==> src/core_pkg.sv <==
package core_pkg;

  localparam int XLEN = 32;
  localparam logic [XLEN-1:0] RESET_PC = '0;

  // Base opcodes of the supported subset.
  localparam logic [6:0] OPC_OP     = 7'b0110011;
  localparam logic [6:0] OPC_OP_IMM = 7'b0010011;
  localparam logic [6:0] OPC_LUI    = 7'b0110111;
  localparam logic [6:0] OPC_AUIPC  = 7'b0010111;
  localparam logic [6:0] OPC_LOAD   = 7'b0000011;
  localparam logic [6:0] OPC_STORE  = 7'b0100011;

  typedef enum logic [3:0] {
    ALU_ADD,
    ALU_SUB,
    ALU_AND,
    ALU_OR,
    ALU_XOR,
    ALU_SLT,
    ALU_SLTU,
    ALU_SLL,
    ALU_SRL,
    ALU_SRA,
    ALU_PASS_B
  } alu_op_t;

  // Same encoding as funct3[1:0].
  typedef enum logic [1:0] {
    MEM_BYTE = 2'b00,
    MEM_HALF = 2'b01,
    MEM_WORD = 2'b10
  } mem_width_t;

  typedef enum logic {
    WB_ALU,
    WB_MEM
  } wb_sel_t;

  typedef struct packed {
    logic [XLEN-1:0] pc;
    logic [31:0]     instr;
    logic            valid;
  } if_id_t;

  typedef struct packed {
    logic [XLEN-1:0] op_a;
    logic [XLEN-1:0] op_b;
    logic [XLEN-1:0] store_data; // Raw rs2 value.
    logic [4:0]      rs1;
    logic [4:0]      rs2;
    logic            use_rs1;
    logic            use_rs2;
    alu_op_t         alu_op;
    logic [4:0]      rd;
    logic            reg_write;
    logic            mem_write;
    logic            mem_read;
    mem_width_t      mem_width;
    logic            mem_sign;
    wb_sel_t         wb_sel;
  } id_ex_t;

  typedef struct packed {
    logic [XLEN-1:0] result;
    logic [XLEN-1:0] store_data;
    logic [4:0]      rd;
    logic            reg_write;
    logic            mem_write;
    logic            mem_read;
    mem_width_t      mem_width;
    logic            mem_sign;
    wb_sel_t         wb_sel;
  } ex_mem_t;

  typedef struct packed {
    logic [XLEN-1:0] data;
    logic [4:0]      rd;
    logic            reg_write;
  } mem_wb_t;

  // All enables and valid flags clear.
  localparam if_id_t  IF_ID_BUBBLE  = '0;
  localparam id_ex_t  ID_EX_BUBBLE  = '0;
  localparam ex_mem_t EX_MEM_BUBBLE = '0;
  localparam mem_wb_t MEM_WB_BUBBLE = '0;

endpackage

==> src/decode_stage.sv <==
`timescale 1ns/1ps

module decode_stage
  import core_pkg::*;
(
  input  logic    clk,
  input  if_id_t  if_id_i,
  input  id_ex_t  id_ex_q_i,
  input  mem_wb_t wb_i,
  output id_ex_t  id_ex_o,
  output logic    load_use_o
);

  logic [31:0]     instr;
  logic [6:0]      opcode;
  logic [2:0]      funct3;
  logic            funct7_5;
  logic [4:0]      rs1;
  logic [4:0]      rs2;
  logic [4:0]      rd;
  logic [XLEN-1:0] imm_i;
  logic [XLEN-1:0] imm_s;
  logic [XLEN-1:0] imm_u;
  logic [XLEN-1:0] rd1;
  logic [XLEN-1:0] rd2;

  function automatic alu_op_t alu_decode(input logic [2:0] f3, input logic sub,
                                         input logic sra);
    case (f3)
      3'b000:  alu_decode = sub ? ALU_SUB : ALU_ADD;
      3'b001:  alu_decode = ALU_SLL;
      3'b010:  alu_decode = ALU_SLT;
      3'b011:  alu_decode = ALU_SLTU;
      3'b100:  alu_decode = ALU_XOR;
      3'b101:  alu_decode = sra ? ALU_SRA : ALU_SRL;
      3'b110:  alu_decode = ALU_OR;
      default: alu_decode = ALU_AND;
    endcase
  endfunction

  assign instr    = if_id_i.instr;
  assign opcode   = instr[6:0];
  assign rd       = instr[11:7];
  assign funct3   = instr[14:12];
  assign rs1      = instr[19:15];
  assign rs2      = instr[24:20];
  assign funct7_5 = instr[30];

  assign imm_i = {{20{instr[31]}}, instr[31:20]};
  assign imm_s = {{20{instr[31]}}, instr[31:25], instr[11:7]};
  assign imm_u = {instr[31:12], 12'b0};

  reg_file reg_file_i (
    .clk   (clk),
    .rs1_i (rs1),
    .rs2_i (rs2),
    .rd1_o (rd1),
    .rd2_o (rd2),
    .wb_i  (wb_i)
  );

  always_comb begin
    id_ex_o            = ID_EX_BUBBLE;
    id_ex_o.rs1        = rs1;
    id_ex_o.rs2        = rs2;
    id_ex_o.rd         = rd;
    id_ex_o.store_data = rd2;
    id_ex_o.op_a       = rd1;
    case (opcode)
      OPC_OP: begin
        id_ex_o.op_b      = rd2;
        id_ex_o.use_rs1   = 1'b1;
        id_ex_o.use_rs2   = 1'b1;
        id_ex_o.alu_op    = alu_decode(funct3, funct7_5, funct7_5);
        id_ex_o.reg_write = 1'b1;
      end
      OPC_OP_IMM: begin
        id_ex_o.op_b      = imm_i;
        id_ex_o.use_rs1   = 1'b1;
        id_ex_o.alu_op    = alu_decode(funct3, 1'b0, funct7_5); // No SUBI.
        id_ex_o.reg_write = 1'b1;
      end
      OPC_LUI: begin
        id_ex_o.op_a      = '0;
        id_ex_o.op_b      = imm_u;
        id_ex_o.alu_op    = ALU_PASS_B;
        id_ex_o.reg_write = 1'b1;
      end
      OPC_AUIPC: begin
        id_ex_o.op_a      = if_id_i.pc;
        id_ex_o.op_b      = imm_u;
        id_ex_o.reg_write = 1'b1;
      end
      OPC_LOAD: begin
        id_ex_o.op_b      = imm_i;
        id_ex_o.use_rs1   = 1'b1;
        id_ex_o.reg_write = 1'b1;
        id_ex_o.mem_read  = 1'b1;
        id_ex_o.mem_width = mem_width_t'(funct3[1:0]);
        id_ex_o.mem_sign  = ~funct3[2];
        id_ex_o.wb_sel    = WB_MEM;
      end
      OPC_STORE: begin
        id_ex_o.op_b      = imm_s;
        id_ex_o.use_rs1   = 1'b1;
        id_ex_o.use_rs2   = 1'b1; // Store data only.
        id_ex_o.mem_write = 1'b1;
        id_ex_o.mem_width = mem_width_t'(funct3[1:0]);
      end
      default: ;
    endcase
    if (rd == 5'd0) id_ex_o.reg_write = 1'b0;
    if (!if_id_i.valid) id_ex_o = ID_EX_BUBBLE;
  end

  // Load result is not ready for execute next cycle.
  assign load_use_o = id_ex_q_i.mem_read && id_ex_q_i.rd != 5'd0 &&
                      ((id_ex_o.use_rs1 && rs1 == id_ex_q_i.rd) ||
                       (id_ex_o.use_rs2 && rs2 == id_ex_q_i.rd));

endmodule

==> src/execute_stage.sv <==
`timescale 1ns/1ps

module execute_stage
  import core_pkg::*;
(
  input  id_ex_t  id_ex_i,
  input  ex_mem_t ex_mem_q_i,
  input  mem_wb_t mem_wb_q_i,
  output ex_mem_t ex_mem_o
);

  logic [XLEN-1:0] src_a;
  logic [XLEN-1:0] src_b;
  logic [XLEN-1:0] rs2_val;
  logic [4:0]      shamt;
  logic [XLEN-1:0] result;

  // Newest producer wins. A load in EX/MEM never matches here.
  function automatic logic [XLEN-1:0] fwd(input logic [4:0] rs, input logic [XLEN-1:0] stale,
                                          input ex_mem_t em, input mem_wb_t mw);
    if (rs == 5'd0) fwd = stale;
    else if (em.reg_write && em.wb_sel == WB_ALU && em.rd == rs) fwd = em.result;
    else if (mw.reg_write && mw.rd == rs) fwd = mw.data;
    else fwd = stale;
  endfunction

  always_comb begin
    src_a   = id_ex_i.op_a;
    rs2_val = id_ex_i.store_data;
    if (id_ex_i.use_rs1) src_a = fwd(id_ex_i.rs1, id_ex_i.op_a, ex_mem_q_i, mem_wb_q_i);
    if (id_ex_i.use_rs2) begin
      rs2_val = fwd(id_ex_i.rs2, id_ex_i.store_data, ex_mem_q_i, mem_wb_q_i);
    end
    src_b = (id_ex_i.use_rs2 && !id_ex_i.mem_write) ? rs2_val : id_ex_i.op_b; // Stores add imm.
  end

  assign shamt = src_b[4:0];

  always_comb begin
    case (id_ex_i.alu_op)
      ALU_SUB:    result = src_a - src_b;
      ALU_AND:    result = src_a & src_b;
      ALU_OR:     result = src_a | src_b;
      ALU_XOR:    result = src_a ^ src_b;
      ALU_SLT:    result = XLEN'($signed(src_a) < $signed(src_b));
      ALU_SLTU:   result = XLEN'(src_a < src_b);
      ALU_SLL:    result = src_a << shamt;
      ALU_SRL:    result = src_a >> shamt;
      ALU_SRA:    result = $unsigned($signed(src_a) >>> shamt);
      ALU_PASS_B: result = src_b;
      default:    result = src_a + src_b;
    endcase
  end

  always_comb begin
    ex_mem_o.result     = result;
    ex_mem_o.store_data = rs2_val;
    ex_mem_o.rd         = id_ex_i.rd;
    ex_mem_o.reg_write  = id_ex_i.reg_write;
    ex_mem_o.mem_write  = id_ex_i.mem_write;
    ex_mem_o.mem_read   = id_ex_i.mem_read;
    ex_mem_o.mem_width  = id_ex_i.mem_width;
    ex_mem_o.mem_sign   = id_ex_i.mem_sign;
    ex_mem_o.wb_sel     = id_ex_i.wb_sel;
  end

endmodule

==> src/fetch_stage.sv <==
`timescale 1ns/1ps

module fetch_stage
  import core_pkg::*;
(
  input  logic            clk,
  input  logic            reset_i,
  input  logic            hold_i,
  input  logic [31:0]     imem_data_i,
  output logic [XLEN-1:0] imem_addr_o,
  output if_id_t          if_id_o
);

  logic [XLEN-1:0] pc_q;

  always_ff @(posedge clk) begin
    if (reset_i) begin
      pc_q <= RESET_PC;
    end else if (!hold_i) begin
      pc_q <= pc_q + XLEN'(4); // No branches, so always sequential.
    end
  end

  assign imem_addr_o = pc_q;

  // Instruction memory answers in the same cycle.
  always_comb begin
    if_id_o.pc    = pc_q;
    if_id_o.instr = imem_data_i;
    if_id_o.valid = 1'b1;
  end

endmodule

==> src/mem_stage.sv <==
`timescale 1ns/1ps

module mem_stage
  import core_pkg::*;
(
  input  ex_mem_t         ex_mem_i,
  input  logic [XLEN-1:0] dmem_rdata_i,
  output logic [XLEN-1:0] dmem_addr_o,
  output logic [XLEN-1:0] dmem_wdata_o,
  output logic [3:0]      dmem_wstrb_o,
  output logic            dmem_we_o,
  output mem_wb_t         mem_wb_o
);

  logic [1:0]      offset;
  logic [XLEN-1:0] lane;
  logic [XLEN-1:0] load_val;

  assign offset      = ex_mem_i.result[1:0];
  assign dmem_addr_o = {ex_mem_i.result[XLEN-1:2], 2'b00};
  assign dmem_we_o   = ex_mem_i.mem_write;

  // Data goes on every lane, strobes pick the target.
  always_comb begin
    case (ex_mem_i.mem_width)
      MEM_BYTE: dmem_wdata_o = {4{ex_mem_i.store_data[7:0]}};
      MEM_HALF: dmem_wdata_o = {2{ex_mem_i.store_data[15:0]}};
      default:  dmem_wdata_o = ex_mem_i.store_data;
    endcase
    case (ex_mem_i.mem_width)
      MEM_BYTE: dmem_wstrb_o = 4'b0001 << offset;
      MEM_HALF: dmem_wstrb_o = offset[1] ? 4'b1100 : 4'b0011;
      default:  dmem_wstrb_o = 4'b1111;
    endcase
    if (!ex_mem_i.mem_write) dmem_wstrb_o = 4'b0000;
  end

  assign lane = dmem_rdata_i >> {offset, 3'b000};

  always_comb begin
    case (ex_mem_i.mem_width)
      MEM_BYTE: load_val = {{24{ex_mem_i.mem_sign & lane[7]}}, lane[7:0]};
      MEM_HALF: load_val = {{16{ex_mem_i.mem_sign & lane[15]}}, lane[15:0]};
      default:  load_val = dmem_rdata_i;
    endcase
    mem_wb_o.data      = (ex_mem_i.wb_sel == WB_MEM) ? load_val : ex_mem_i.result;
    mem_wb_o.rd        = ex_mem_i.rd;
    mem_wb_o.reg_write = ex_mem_i.reg_write;
  end

endmodule

==> src/pipe_reg.sv <==
`timescale 1ns/1ps

module pipe_reg #(
  parameter type      payload_t = logic,
  parameter payload_t BUBBLE    = '0
) (
  input  logic     clk,
  input  logic     reset_i,
  input  logic     hold_i,
  input  logic     bubble_i,
  input  payload_t d_i,
  output payload_t q_o
);

  always_ff @(posedge clk) begin
    if (reset_i) begin
      q_o <= BUBBLE;
    end else if (!hold_i) begin
      q_o <= bubble_i ? BUBBLE : d_i; // Hold wins over bubble.
    end
  end

endmodule

==> src/reg_file.sv <==
`timescale 1ns/1ps

module reg_file
  import core_pkg::*;
(
  input  logic            clk,
  input  logic [4:0]      rs1_i,
  input  logic [4:0]      rs2_i,
  output logic [XLEN-1:0] rd1_o,
  output logic [XLEN-1:0] rd2_o,
  input  mem_wb_t         wb_i
);

  logic [XLEN-1:0] regs [1:31];

  always_ff @(posedge clk) begin
    if (wb_i.reg_write && wb_i.rd != 5'd0) begin
      regs[wb_i.rd] <= wb_i.data;
    end
  end

  // x0 reads zero, a write in flight is passed through.
  always_comb begin
    if (rs1_i == 5'd0) rd1_o = '0;
    else if (wb_i.reg_write && wb_i.rd == rs1_i) rd1_o = wb_i.data;
    else rd1_o = regs[rs1_i];

    if (rs2_i == 5'd0) rd2_o = '0;
    else if (wb_i.reg_write && wb_i.rd == rs2_i) rd2_o = wb_i.data;
    else rd2_o = regs[rs2_i];
  end

endmodule

==> src/rv_core.sv <==
`timescale 1ns/1ps

module rv_core
  import core_pkg::*;
(
  input  logic            clk,
  input  logic            reset_i,
  output logic [XLEN-1:0] imem_addr_o,
  input  logic [31:0]     imem_data_i,
  output logic [XLEN-1:0] dmem_addr_o,
  output logic [XLEN-1:0] dmem_wdata_o,
  output logic [3:0]      dmem_wstrb_o,
  output logic            dmem_we_o,
  input  logic [XLEN-1:0] dmem_rdata_i,
  input  logic            dmem_stall_i,
  output logic            wb_valid_o,
  output logic [4:0]      wb_addr_o,
  output logic [XLEN-1:0] wb_data_o
);

  if_id_t  if_id_d, if_id_q;
  id_ex_t  id_ex_d, id_ex_q;
  ex_mem_t ex_mem_d, ex_mem_q;
  mem_wb_t mem_wb_d, mem_wb_q;
  mem_wb_t wb_commit;
  logic    load_use;
  logic    front_hold;

  assign front_hold = dmem_stall_i | load_use;

  // MEM/WB holds through a stall, commit once on the release cycle.
  always_comb begin
    wb_commit           = mem_wb_q;
    wb_commit.reg_write = mem_wb_q.reg_write & ~dmem_stall_i;
  end

  assign wb_valid_o = wb_commit.reg_write;
  assign wb_addr_o  = wb_commit.rd;
  assign wb_data_o  = wb_commit.data;

  fetch_stage fetch_stage_i (
    .clk, .reset_i, .hold_i(front_hold), .imem_data_i, .imem_addr_o, .if_id_o(if_id_d)
  );

  pipe_reg #(.payload_t(if_id_t), .BUBBLE(IF_ID_BUBBLE)) if_id_reg (
    .clk, .reset_i, .hold_i(front_hold), .bubble_i(1'b0), .d_i(if_id_d), .q_o(if_id_q)
  );

  decode_stage decode_stage_i (
    .clk, .if_id_i(if_id_q), .id_ex_q_i(id_ex_q), .wb_i(wb_commit),
    .id_ex_o(id_ex_d), .load_use_o(load_use)
  );

  pipe_reg #(.payload_t(id_ex_t), .BUBBLE(ID_EX_BUBBLE)) id_ex_reg (
    .clk, .reset_i, .hold_i(dmem_stall_i), .bubble_i(load_use), .d_i(id_ex_d), .q_o(id_ex_q)
  );

  execute_stage execute_stage_i (
    .id_ex_i(id_ex_q), .ex_mem_q_i(ex_mem_q), .mem_wb_q_i(mem_wb_q), .ex_mem_o(ex_mem_d)
  );

  pipe_reg #(.payload_t(ex_mem_t), .BUBBLE(EX_MEM_BUBBLE)) ex_mem_reg (
    .clk, .reset_i, .hold_i(dmem_stall_i), .bubble_i(1'b0), .d_i(ex_mem_d), .q_o(ex_mem_q)
  );

  mem_stage mem_stage_i (
    .ex_mem_i(ex_mem_q), .dmem_rdata_i, .dmem_addr_o, .dmem_wdata_o, .dmem_wstrb_o,
    .dmem_we_o, .mem_wb_o(mem_wb_d)
  );

  pipe_reg #(.payload_t(mem_wb_t), .BUBBLE(MEM_WB_BUBBLE)) mem_wb_reg (
    .clk, .reset_i, .hold_i(dmem_stall_i), .bubble_i(1'b0), .d_i(mem_wb_d), .q_o(mem_wb_q)
  );

endmodule

==> config.mk <==
export PLATFORM = sky130hd
export DESIGN_NAME = rv_core
export DESIGN_NICKNAME = d
export VERILOG_FILES = /design/src/core_pkg.sv /design/src/decode_stage.sv /design/src/execute_stage.sv /design/src/fetch_stage.sv /design/src/mem_stage.sv /design/src/pipe_reg.sv /design/src/reg_file.sv /design/src/rv_core.sv
export SDC_FILE = /design/constraint.sdc
export NUM_CORES = 2
export LEC_CHECK = 0
export BUFFER_PORTS_ARGS = -buffer_cell sky130_fd_sc_hd__buf_2
export CORE_ASPECT_RATIO = 0.75
export CORE_MARGIN = 2
export CORE_UTILIZATION = 50
export CTS_BUF_LIST = sky130_fd_sc_hd__clkbuf_2 sky130_fd_sc_hd__clkbuf_4 sky130_fd_sc_hd__clkbuf_8
export DETAILED_ROUTE_END_ITERATION = 10
export PLACE_DENSITY = 0.65
export SETUP_SLACK_MARGIN = 0.05
export SLEW_MARGIN = 20
export SYNTH_ARGS = -nofsm -noshare
export SYNTH_HDL_FRONTEND = slang
export SYNTH_SLANG_ARGS = --single-unit
==> constraint.sdc <==
create_clock -name clk -period 9.64 [get_ports clk]
set_clock_uncertainty 0.1 [all_clocks]
set_input_delay 0.964 -clock clk [delete_from_list [all_inputs] [get_ports clk]]
set_output_delay 0.964 -clock clk [all_outputs]
set_load 0.005 [all_outputs]
# Word-level counts from Yosys, hierarchy flattened
# Memory sizes are Yosys's and may differ from the RTL's. A register that Yosys moved wholly into a read port is not among the register bits.
# Index checks and enable logic that the tools add are counted.
# word_totals
ff_bits,334
ramBits,992
input_bits,67
output_inout_bits,139
elab_cells,155
memories,1
# memory_table
name,depth,word_bits,read_ports,rd_ports_with_merged_regs,write_ports,line_no,text
decode_stage_i.reg_file_i.regs,31,32,2,2,1,reg_file.sv:14,logic [XLEN-1:0] regs [1:31];
# classes
addsub,3
order_cmp,2
eq_ne,31
shifts,5
n_mux,43
bitwise,10
reduce_logical,30
# op_table
cell,n
2-to-1 mux 32 bit,14
case mux 32 bit (10 select lines),1
2-to-1 mux 124 bit,2
case mux 32 bit (2 select lines),3
case mux 32 bit (4 select lines),1
< comparator 32 bit,2
case mux 4 bit (7 select lines),2
equality test 5 bit,8
adder 32 x 3 -> 32 bit (second input constant),1
adder 32 bit,1
bitwise AND 32 bit,1
bitwise OR 32 bit,1
left shift 32 x 5 -> 32 bit,1
right shift 32 x 5 -> 16 bit,1
right shift 32 x 5 -> 32 bit,1
>>> shifter 32 x 5 -> 32 bit,1
subtractor 32 bit,1
bitwise XOR 32 bit,1
logical NOT 5 bit,5
equality test 7 x 6 -> 1 bit (second input constant),3
2-to-1 mux 5 bit,4
equality test 4 x 3 -> 1 bit (second input constant),4
equality test 7 x 5 -> 1 bit (second input constant),2
logical AND 1 bit,13
25 further kinds,50

# Longest topological paths before layout
# logic_depth
ltp_word,13
ltp_mapped,26

# Cells and area by module
# A second synthesis with hierarchy kept.
# hier_totals
cells_unflattened,6613
area_unflattened_um2,77175.3
# by_module_without_submodules
mod,n_inst,cells_per_inst,area_each_um2,seq_area_each_um2
reg_file,1,2759,47200.3,29788.6
execute_stage,1,1703,10981.8,0.0
pipe_reg at id_ex_reg,1,552,5245.0,2482.4
pipe_reg at ex_mem_reg,1,338,3288.2,1521.5
pipe_reg at if_id_reg,1,289,2945.3,1301.2
decode_stage,1,338,2154.6,0.0
fetch_stage,1,231,1981.9,600.6
pipe_reg at mem_wb_reg,1,169,1696.6,760.7
mem_stage,1,231,1662.8,0.0
rv_core,1,3,18.8,0.0

# Least setup slack after synthesis
# Ideal clock, no wire load.
# synth_path
path_type,register -> register
from,register mem_wb_reg.q_o[3] (netlist name)
to,register ex_mem_reg.q_o[70] (netlist name)
setup_time_ns,0.143
arrival_ns,5.200
path_slack_ns,4.197
stages_incl_launch_ff,26
period_less_slack_ns,5.443
path_cell_list,dfxtp_1 buf_2 xor2_1 nor4_2 and3_1 buf_4 o21ai_2 a211o_1 buf_6 nand2_4 buf_6 buf_4 buf_4 buf_2 ha_1 clkbuf_1 nor2b_1 o311ai_0 a221oi_1 a311oi_1 a2111oi_0 a311oi_1 o2bb2ai_1 a221o_1 a221oi_1 a221oi_1
# synth_via
elab_chain_cells,9
# synth_lines
item,line_no,text
start: declaration,pipe_reg.sv:12,output payload_t q_o
start signal: assignment,pipe_reg.sv:19,q_o <= bubble_i ? BUBBLE : d_i;
equality test 5 bit,execute_stage.sv:23,else if (mw.reg_write && mw.rd == rs) fwd = mw.data;
logical AND 1 bit,execute_stage.sv:23,
2-to-1 mux 32 bit,execute_stage.sv:23,
2-to-1 mux 32 bit,execute_stage.sv:22,else if (em.reg_write && em.wb_sel == WB_ALU && em.rd == rs) fwd = em.result;
2-to-1 mux 32 bit,execute_stage.sv:21,if (rs == 5'd0) fwd = stale;
2-to-1 mux 32 bit,execute_stage.sv:31,if (id_ex_i.use_rs2) begin
2-to-1 mux 32 bit,execute_stage.sv:34,src_b = (id_ex_i.use_rs2 && !id_ex_i.mem_write) ? rs2_val : id_ex_i.op_b;
adder 32 bit (tied with other cells),execute_stage.sv:51,default: result = src_a + src_b;
case mux 32 bit (10 select lines) (*),execute_stage.sv:40,case (id_ex_i.alu_op)
end signal: assignment,pipe_reg.sv:19,
end: declaration,pipe_reg.sv:12,
# Every way passes the cells marked *; elsewhere a longest branch is shown, timed or not.
# A chain may end at the register's enable or synchronous reset.

# Worst setup path after layout
# layout_path
from,register mem_wb_reg.q_o[4] (netlist name)
to,register ex_mem_reg.q_o[71] (netlist name)
# The elaborated chain is that of the path after synthesis.

==> metrics.csv <==
metric;value;unit
outcome;complete, no violations;
place_hpwl;203000;um
grt_overflow;0;
numCtsBuffers;204;
setup-tns-final;0;ps
seqPwrFrac;49.5;%
synth_ff_type;edfxtp_1;
routed.top_layer;met5;
clkTransAtPathRegs;70;ps
drt_iter0_drc;9376;
period_share;80.7;%
design_area;0.0795;mm^2
required;10380;ps
synth_fa_ha_area_share;1.75;%
die_y;334;um
synth-warning-count;0;
ys_seq_elements;1331;
syn_inst;5726;
routed-wl-met3;49800;um
cts_hold_buffers;0;
hp-class;primary input to flop;
postPlaceCellArea;0.0751;mm^2
synth_mux_area_share;22.5;%
synth_compound_area_share;12.4;%
io-pin-count;206;
rsz0062_at_grt;false;
crit_path_max_fanout;21;
startpoint_type;flop;
first_global_vias;51500;
hold_violations;0;
switchingPower;3.30;mW
synthXorXnorAreaFrac;1.02;%
total_power;12.6;mW
cts_setup_buffers;0;
worstPathArrival;8520;ps
wl_met2;117000;um
p_clk_share;40.5;%
drv_slew;0;
finalSetupViolations;0;
synth-simple-area-share;7.33;%
core;0.143;mm^2
cp-end-kind;flop;
drive_gt1_share;24.8;%
maxCapViolCount;0;
gp_congestion;1.07;
rows;120;
fill_cells;11900;
post-route-util;55.5;%
grt_antenna_before_repair;23;
fp.dieW;443;um
stdcell_count;7835;
drtAntennaViolNets;0;
cts_max_level;4;
placedCellCount;7437;
start_util;50.5;%
leakage;27.0;nW
ys_types;101;
grt_pass1_wl;415000;um
tightest_slew;1290;ps
relSlewSlack;13.1;%
async_flop_share;0;%
clock_latency;1010;ps
power.internal;9.32;mW
peakVddDrop;0.165;mV
drc;0;
ys_seq_area_share;50.5;%
grt_use_total;40.3;%
cts.sink_count;1331;
cts_tree;built;
viasPerCell;7.09;
finalCriticalPeriod;7780;ps
first_pass_iters;7;
clock_tree.buffer_depth;3;
grt_max_degree;130;
path_class;flop to flop;
swShare;26.1;%
cts_resized;0;
nets;5924;
wire_per_inst;38.6;um
drt_wl_total;303000;um
area_delta_synth_final;9.86;%
syn_avg_cell_area;12.6;um^2
io_buffers;201;
synth_area;0.0724;mm^2
wl_met1;125000;um
comb_power_share;10.0;%
dieArea;0.148;mm^2
power_density;159;mW/mm^2
root_buffer;clkbuf_8;
synth_edf_count;992;
vias;55500;
synth_top_family_by_area;multiplexers;
clock.fmax;0.128;GHz
[power groups by stage]
| stage | logic, mW | clock network, mW | registers [mW] |
|---|---|---|---|
| 6_report | 1.26 | 5.11 | 6.25 |
| 5_1_grt | 1.30 | 5.36 | 6.24 |
| 4_1_cts | 1.21 | 5.13 | 6.24 |
| 3_5_place_dp | 1.21 | 0 | 6.37 |
| 3_3_place_gp | 1.21 | 0 | 6.37 |
| 2_1_floorplan | 0.792 | 0 | 6.30 |
[flip-flops by register name, indices dropped and copies added, names as in the netlist, named ones only]
name	count
fetch_stage_i.imem_addr_o	30
mem_wb_reg.q_o	38
id_ex_reg.q_o	123
if_id_reg.q_o	63
ex_mem_reg.q_o	75
decode_stage_i.reg_file_i.regs	992
[cell usage in the layout, fill, tap and decap left out, types with 35 or more instances in the layout]
cell	instances
clkbuf_4	71
nor3_1	66
nand2_1	219
a21oi_1	394
edfxtp_1	992
mux2_2	35
mux4_2	544
dfxtp_1	325
buf_4	185
nand3_1	48
clkbuf_8	220
inv_1	148
o21ai_0	157
mux2i_1	356
nor2_1	631
o22ai_1	81
clkinv_1	38
ha_1	98
a22oi_1	115
or3_1	36
xor2_1	41
a211oi_1	160
buf_2	199
xnor2_1	43
a221oi_1	49
[area by class of cell]
cell class / count / area (um^2) / area share (%)
diodes: 11 / 27.5 / 0.0346
clock buffers: 288 / 3540 / 4.45
clock inverters: 94 / 812 / 1.02
inverters: 156 / 591 / 0.743
multi-input cells: 3667 / 33000 / 41.5
flip-flops and latches: 1331 / 36600 / 46.0
well taps: 1891 / 2370 / 2.98
repair buffers: 397 / 2600 / 3.27
[logic make-up after synthesis]
kind of cell | count (synthesis)
DFF | 1331
AOI/OAI and AO/OA | 1330
and+or+nand+nor | 1210
muxes | 939
buffers and inverters | 731
adders and majority gates | 100
xor gates and xnor gates | 84
other | 1
[per-layer routing]
metal / vias to the layer above / global-route usage [%]
met5: - / 0
met3: 563 / 18.7
met4: 18 / 12.9
met2: 4047 / 51.8
li1: 22400 / -
met1: 28500 / 59.6
[path summary, 6_finish.rpt]
path / from / endpoint / slack [ps] / cells after the start
max: mem_wb_reg.q_o[4] / ex_mem_reg.q_o[71] / 1860 / 16
min: imem_data_i[1] / if_id_reg.q_o[2] / 130 / 3
max reg2reg: mem_wb_reg.q_o[4] / ex_mem_reg.q_o[71] / 1860 / 16
min reg2reg: id_ex_reg.q_o[71] / id_ex_reg.q_o[71] / 370 / 2
[worst max-delay path: stages (launching register included)]
cell and delay (ps):
dfxtp_1 720, xor2_1 130, nor4_1 730, and3_1 530, nand2_1 660, o221a_2 680, ha_1 480, inv_1 160
nand2_1 100, nor4_1 680, o211ai_1 310, o21ai_0 750, a211oi_1 230, nor4_1 690, mux2_2 410, a22oi_1 150
a311oi_1 110
[per-stage QoR]
step	hold WS [ps]	setup WS (ps)
detailed placement	358	2340
global placement	356	2520
CTS	86.6	2350
floorplan	341	4200
finish	135	1860
global route	147	1730
[Yosys cell counts (11+ instances only)]
library cell,instances,share of area [%]
a211o_1,14,0.17
a211oi_1,160,1.7
a21o_1,14,0.15
a21oi_1,397,2.7
a221o_1,21,0.29
a221oi_1,49,0.59
a22oi_1,116,1.2
a2bb2oi_1,11,0.13
a311oi_1,11,0.13
a31oi_1,33,0.29
a32oi_1,17,0.21
and2_1,15,0.13
buf_1,76,0.39
buf_2,57,0.39
buf_4,92,0.95
clkbuf_1,342,1.8
dfxtp_1,339,9.4
edfxtp_1,992,41
ha_1,98,1.7
inv_1,148,0.77
mux2_2,35,0.54
mux2i_1,356,4.9
mux4_2,544,17
nand2_1,220,1.1
nand2b_1,26,0.22
nand3_1,50,0.35
nand4_1,21,0.18
nor2_1,655,3.4
nor2b_1,27,0.23
nor3_1,75,0.52
nor4_1,14,0.12
o211ai_1,26,0.27
o21a_1,18,0.19
o21ai_0,158,1.1
o21bai_1,22,0.23
o221a_2,23,0.36
o221ai_1,22,0.27
o22a_1,18,0.22
o22ai_1,82,0.71
o31ai_1,14,0.15
or2_2,21,0.18
or3_1,36,0.31
xnor2_1,43,0.52
xor2_1,41,0.50
Note: power is estimated with default switching activity, not from simulation.
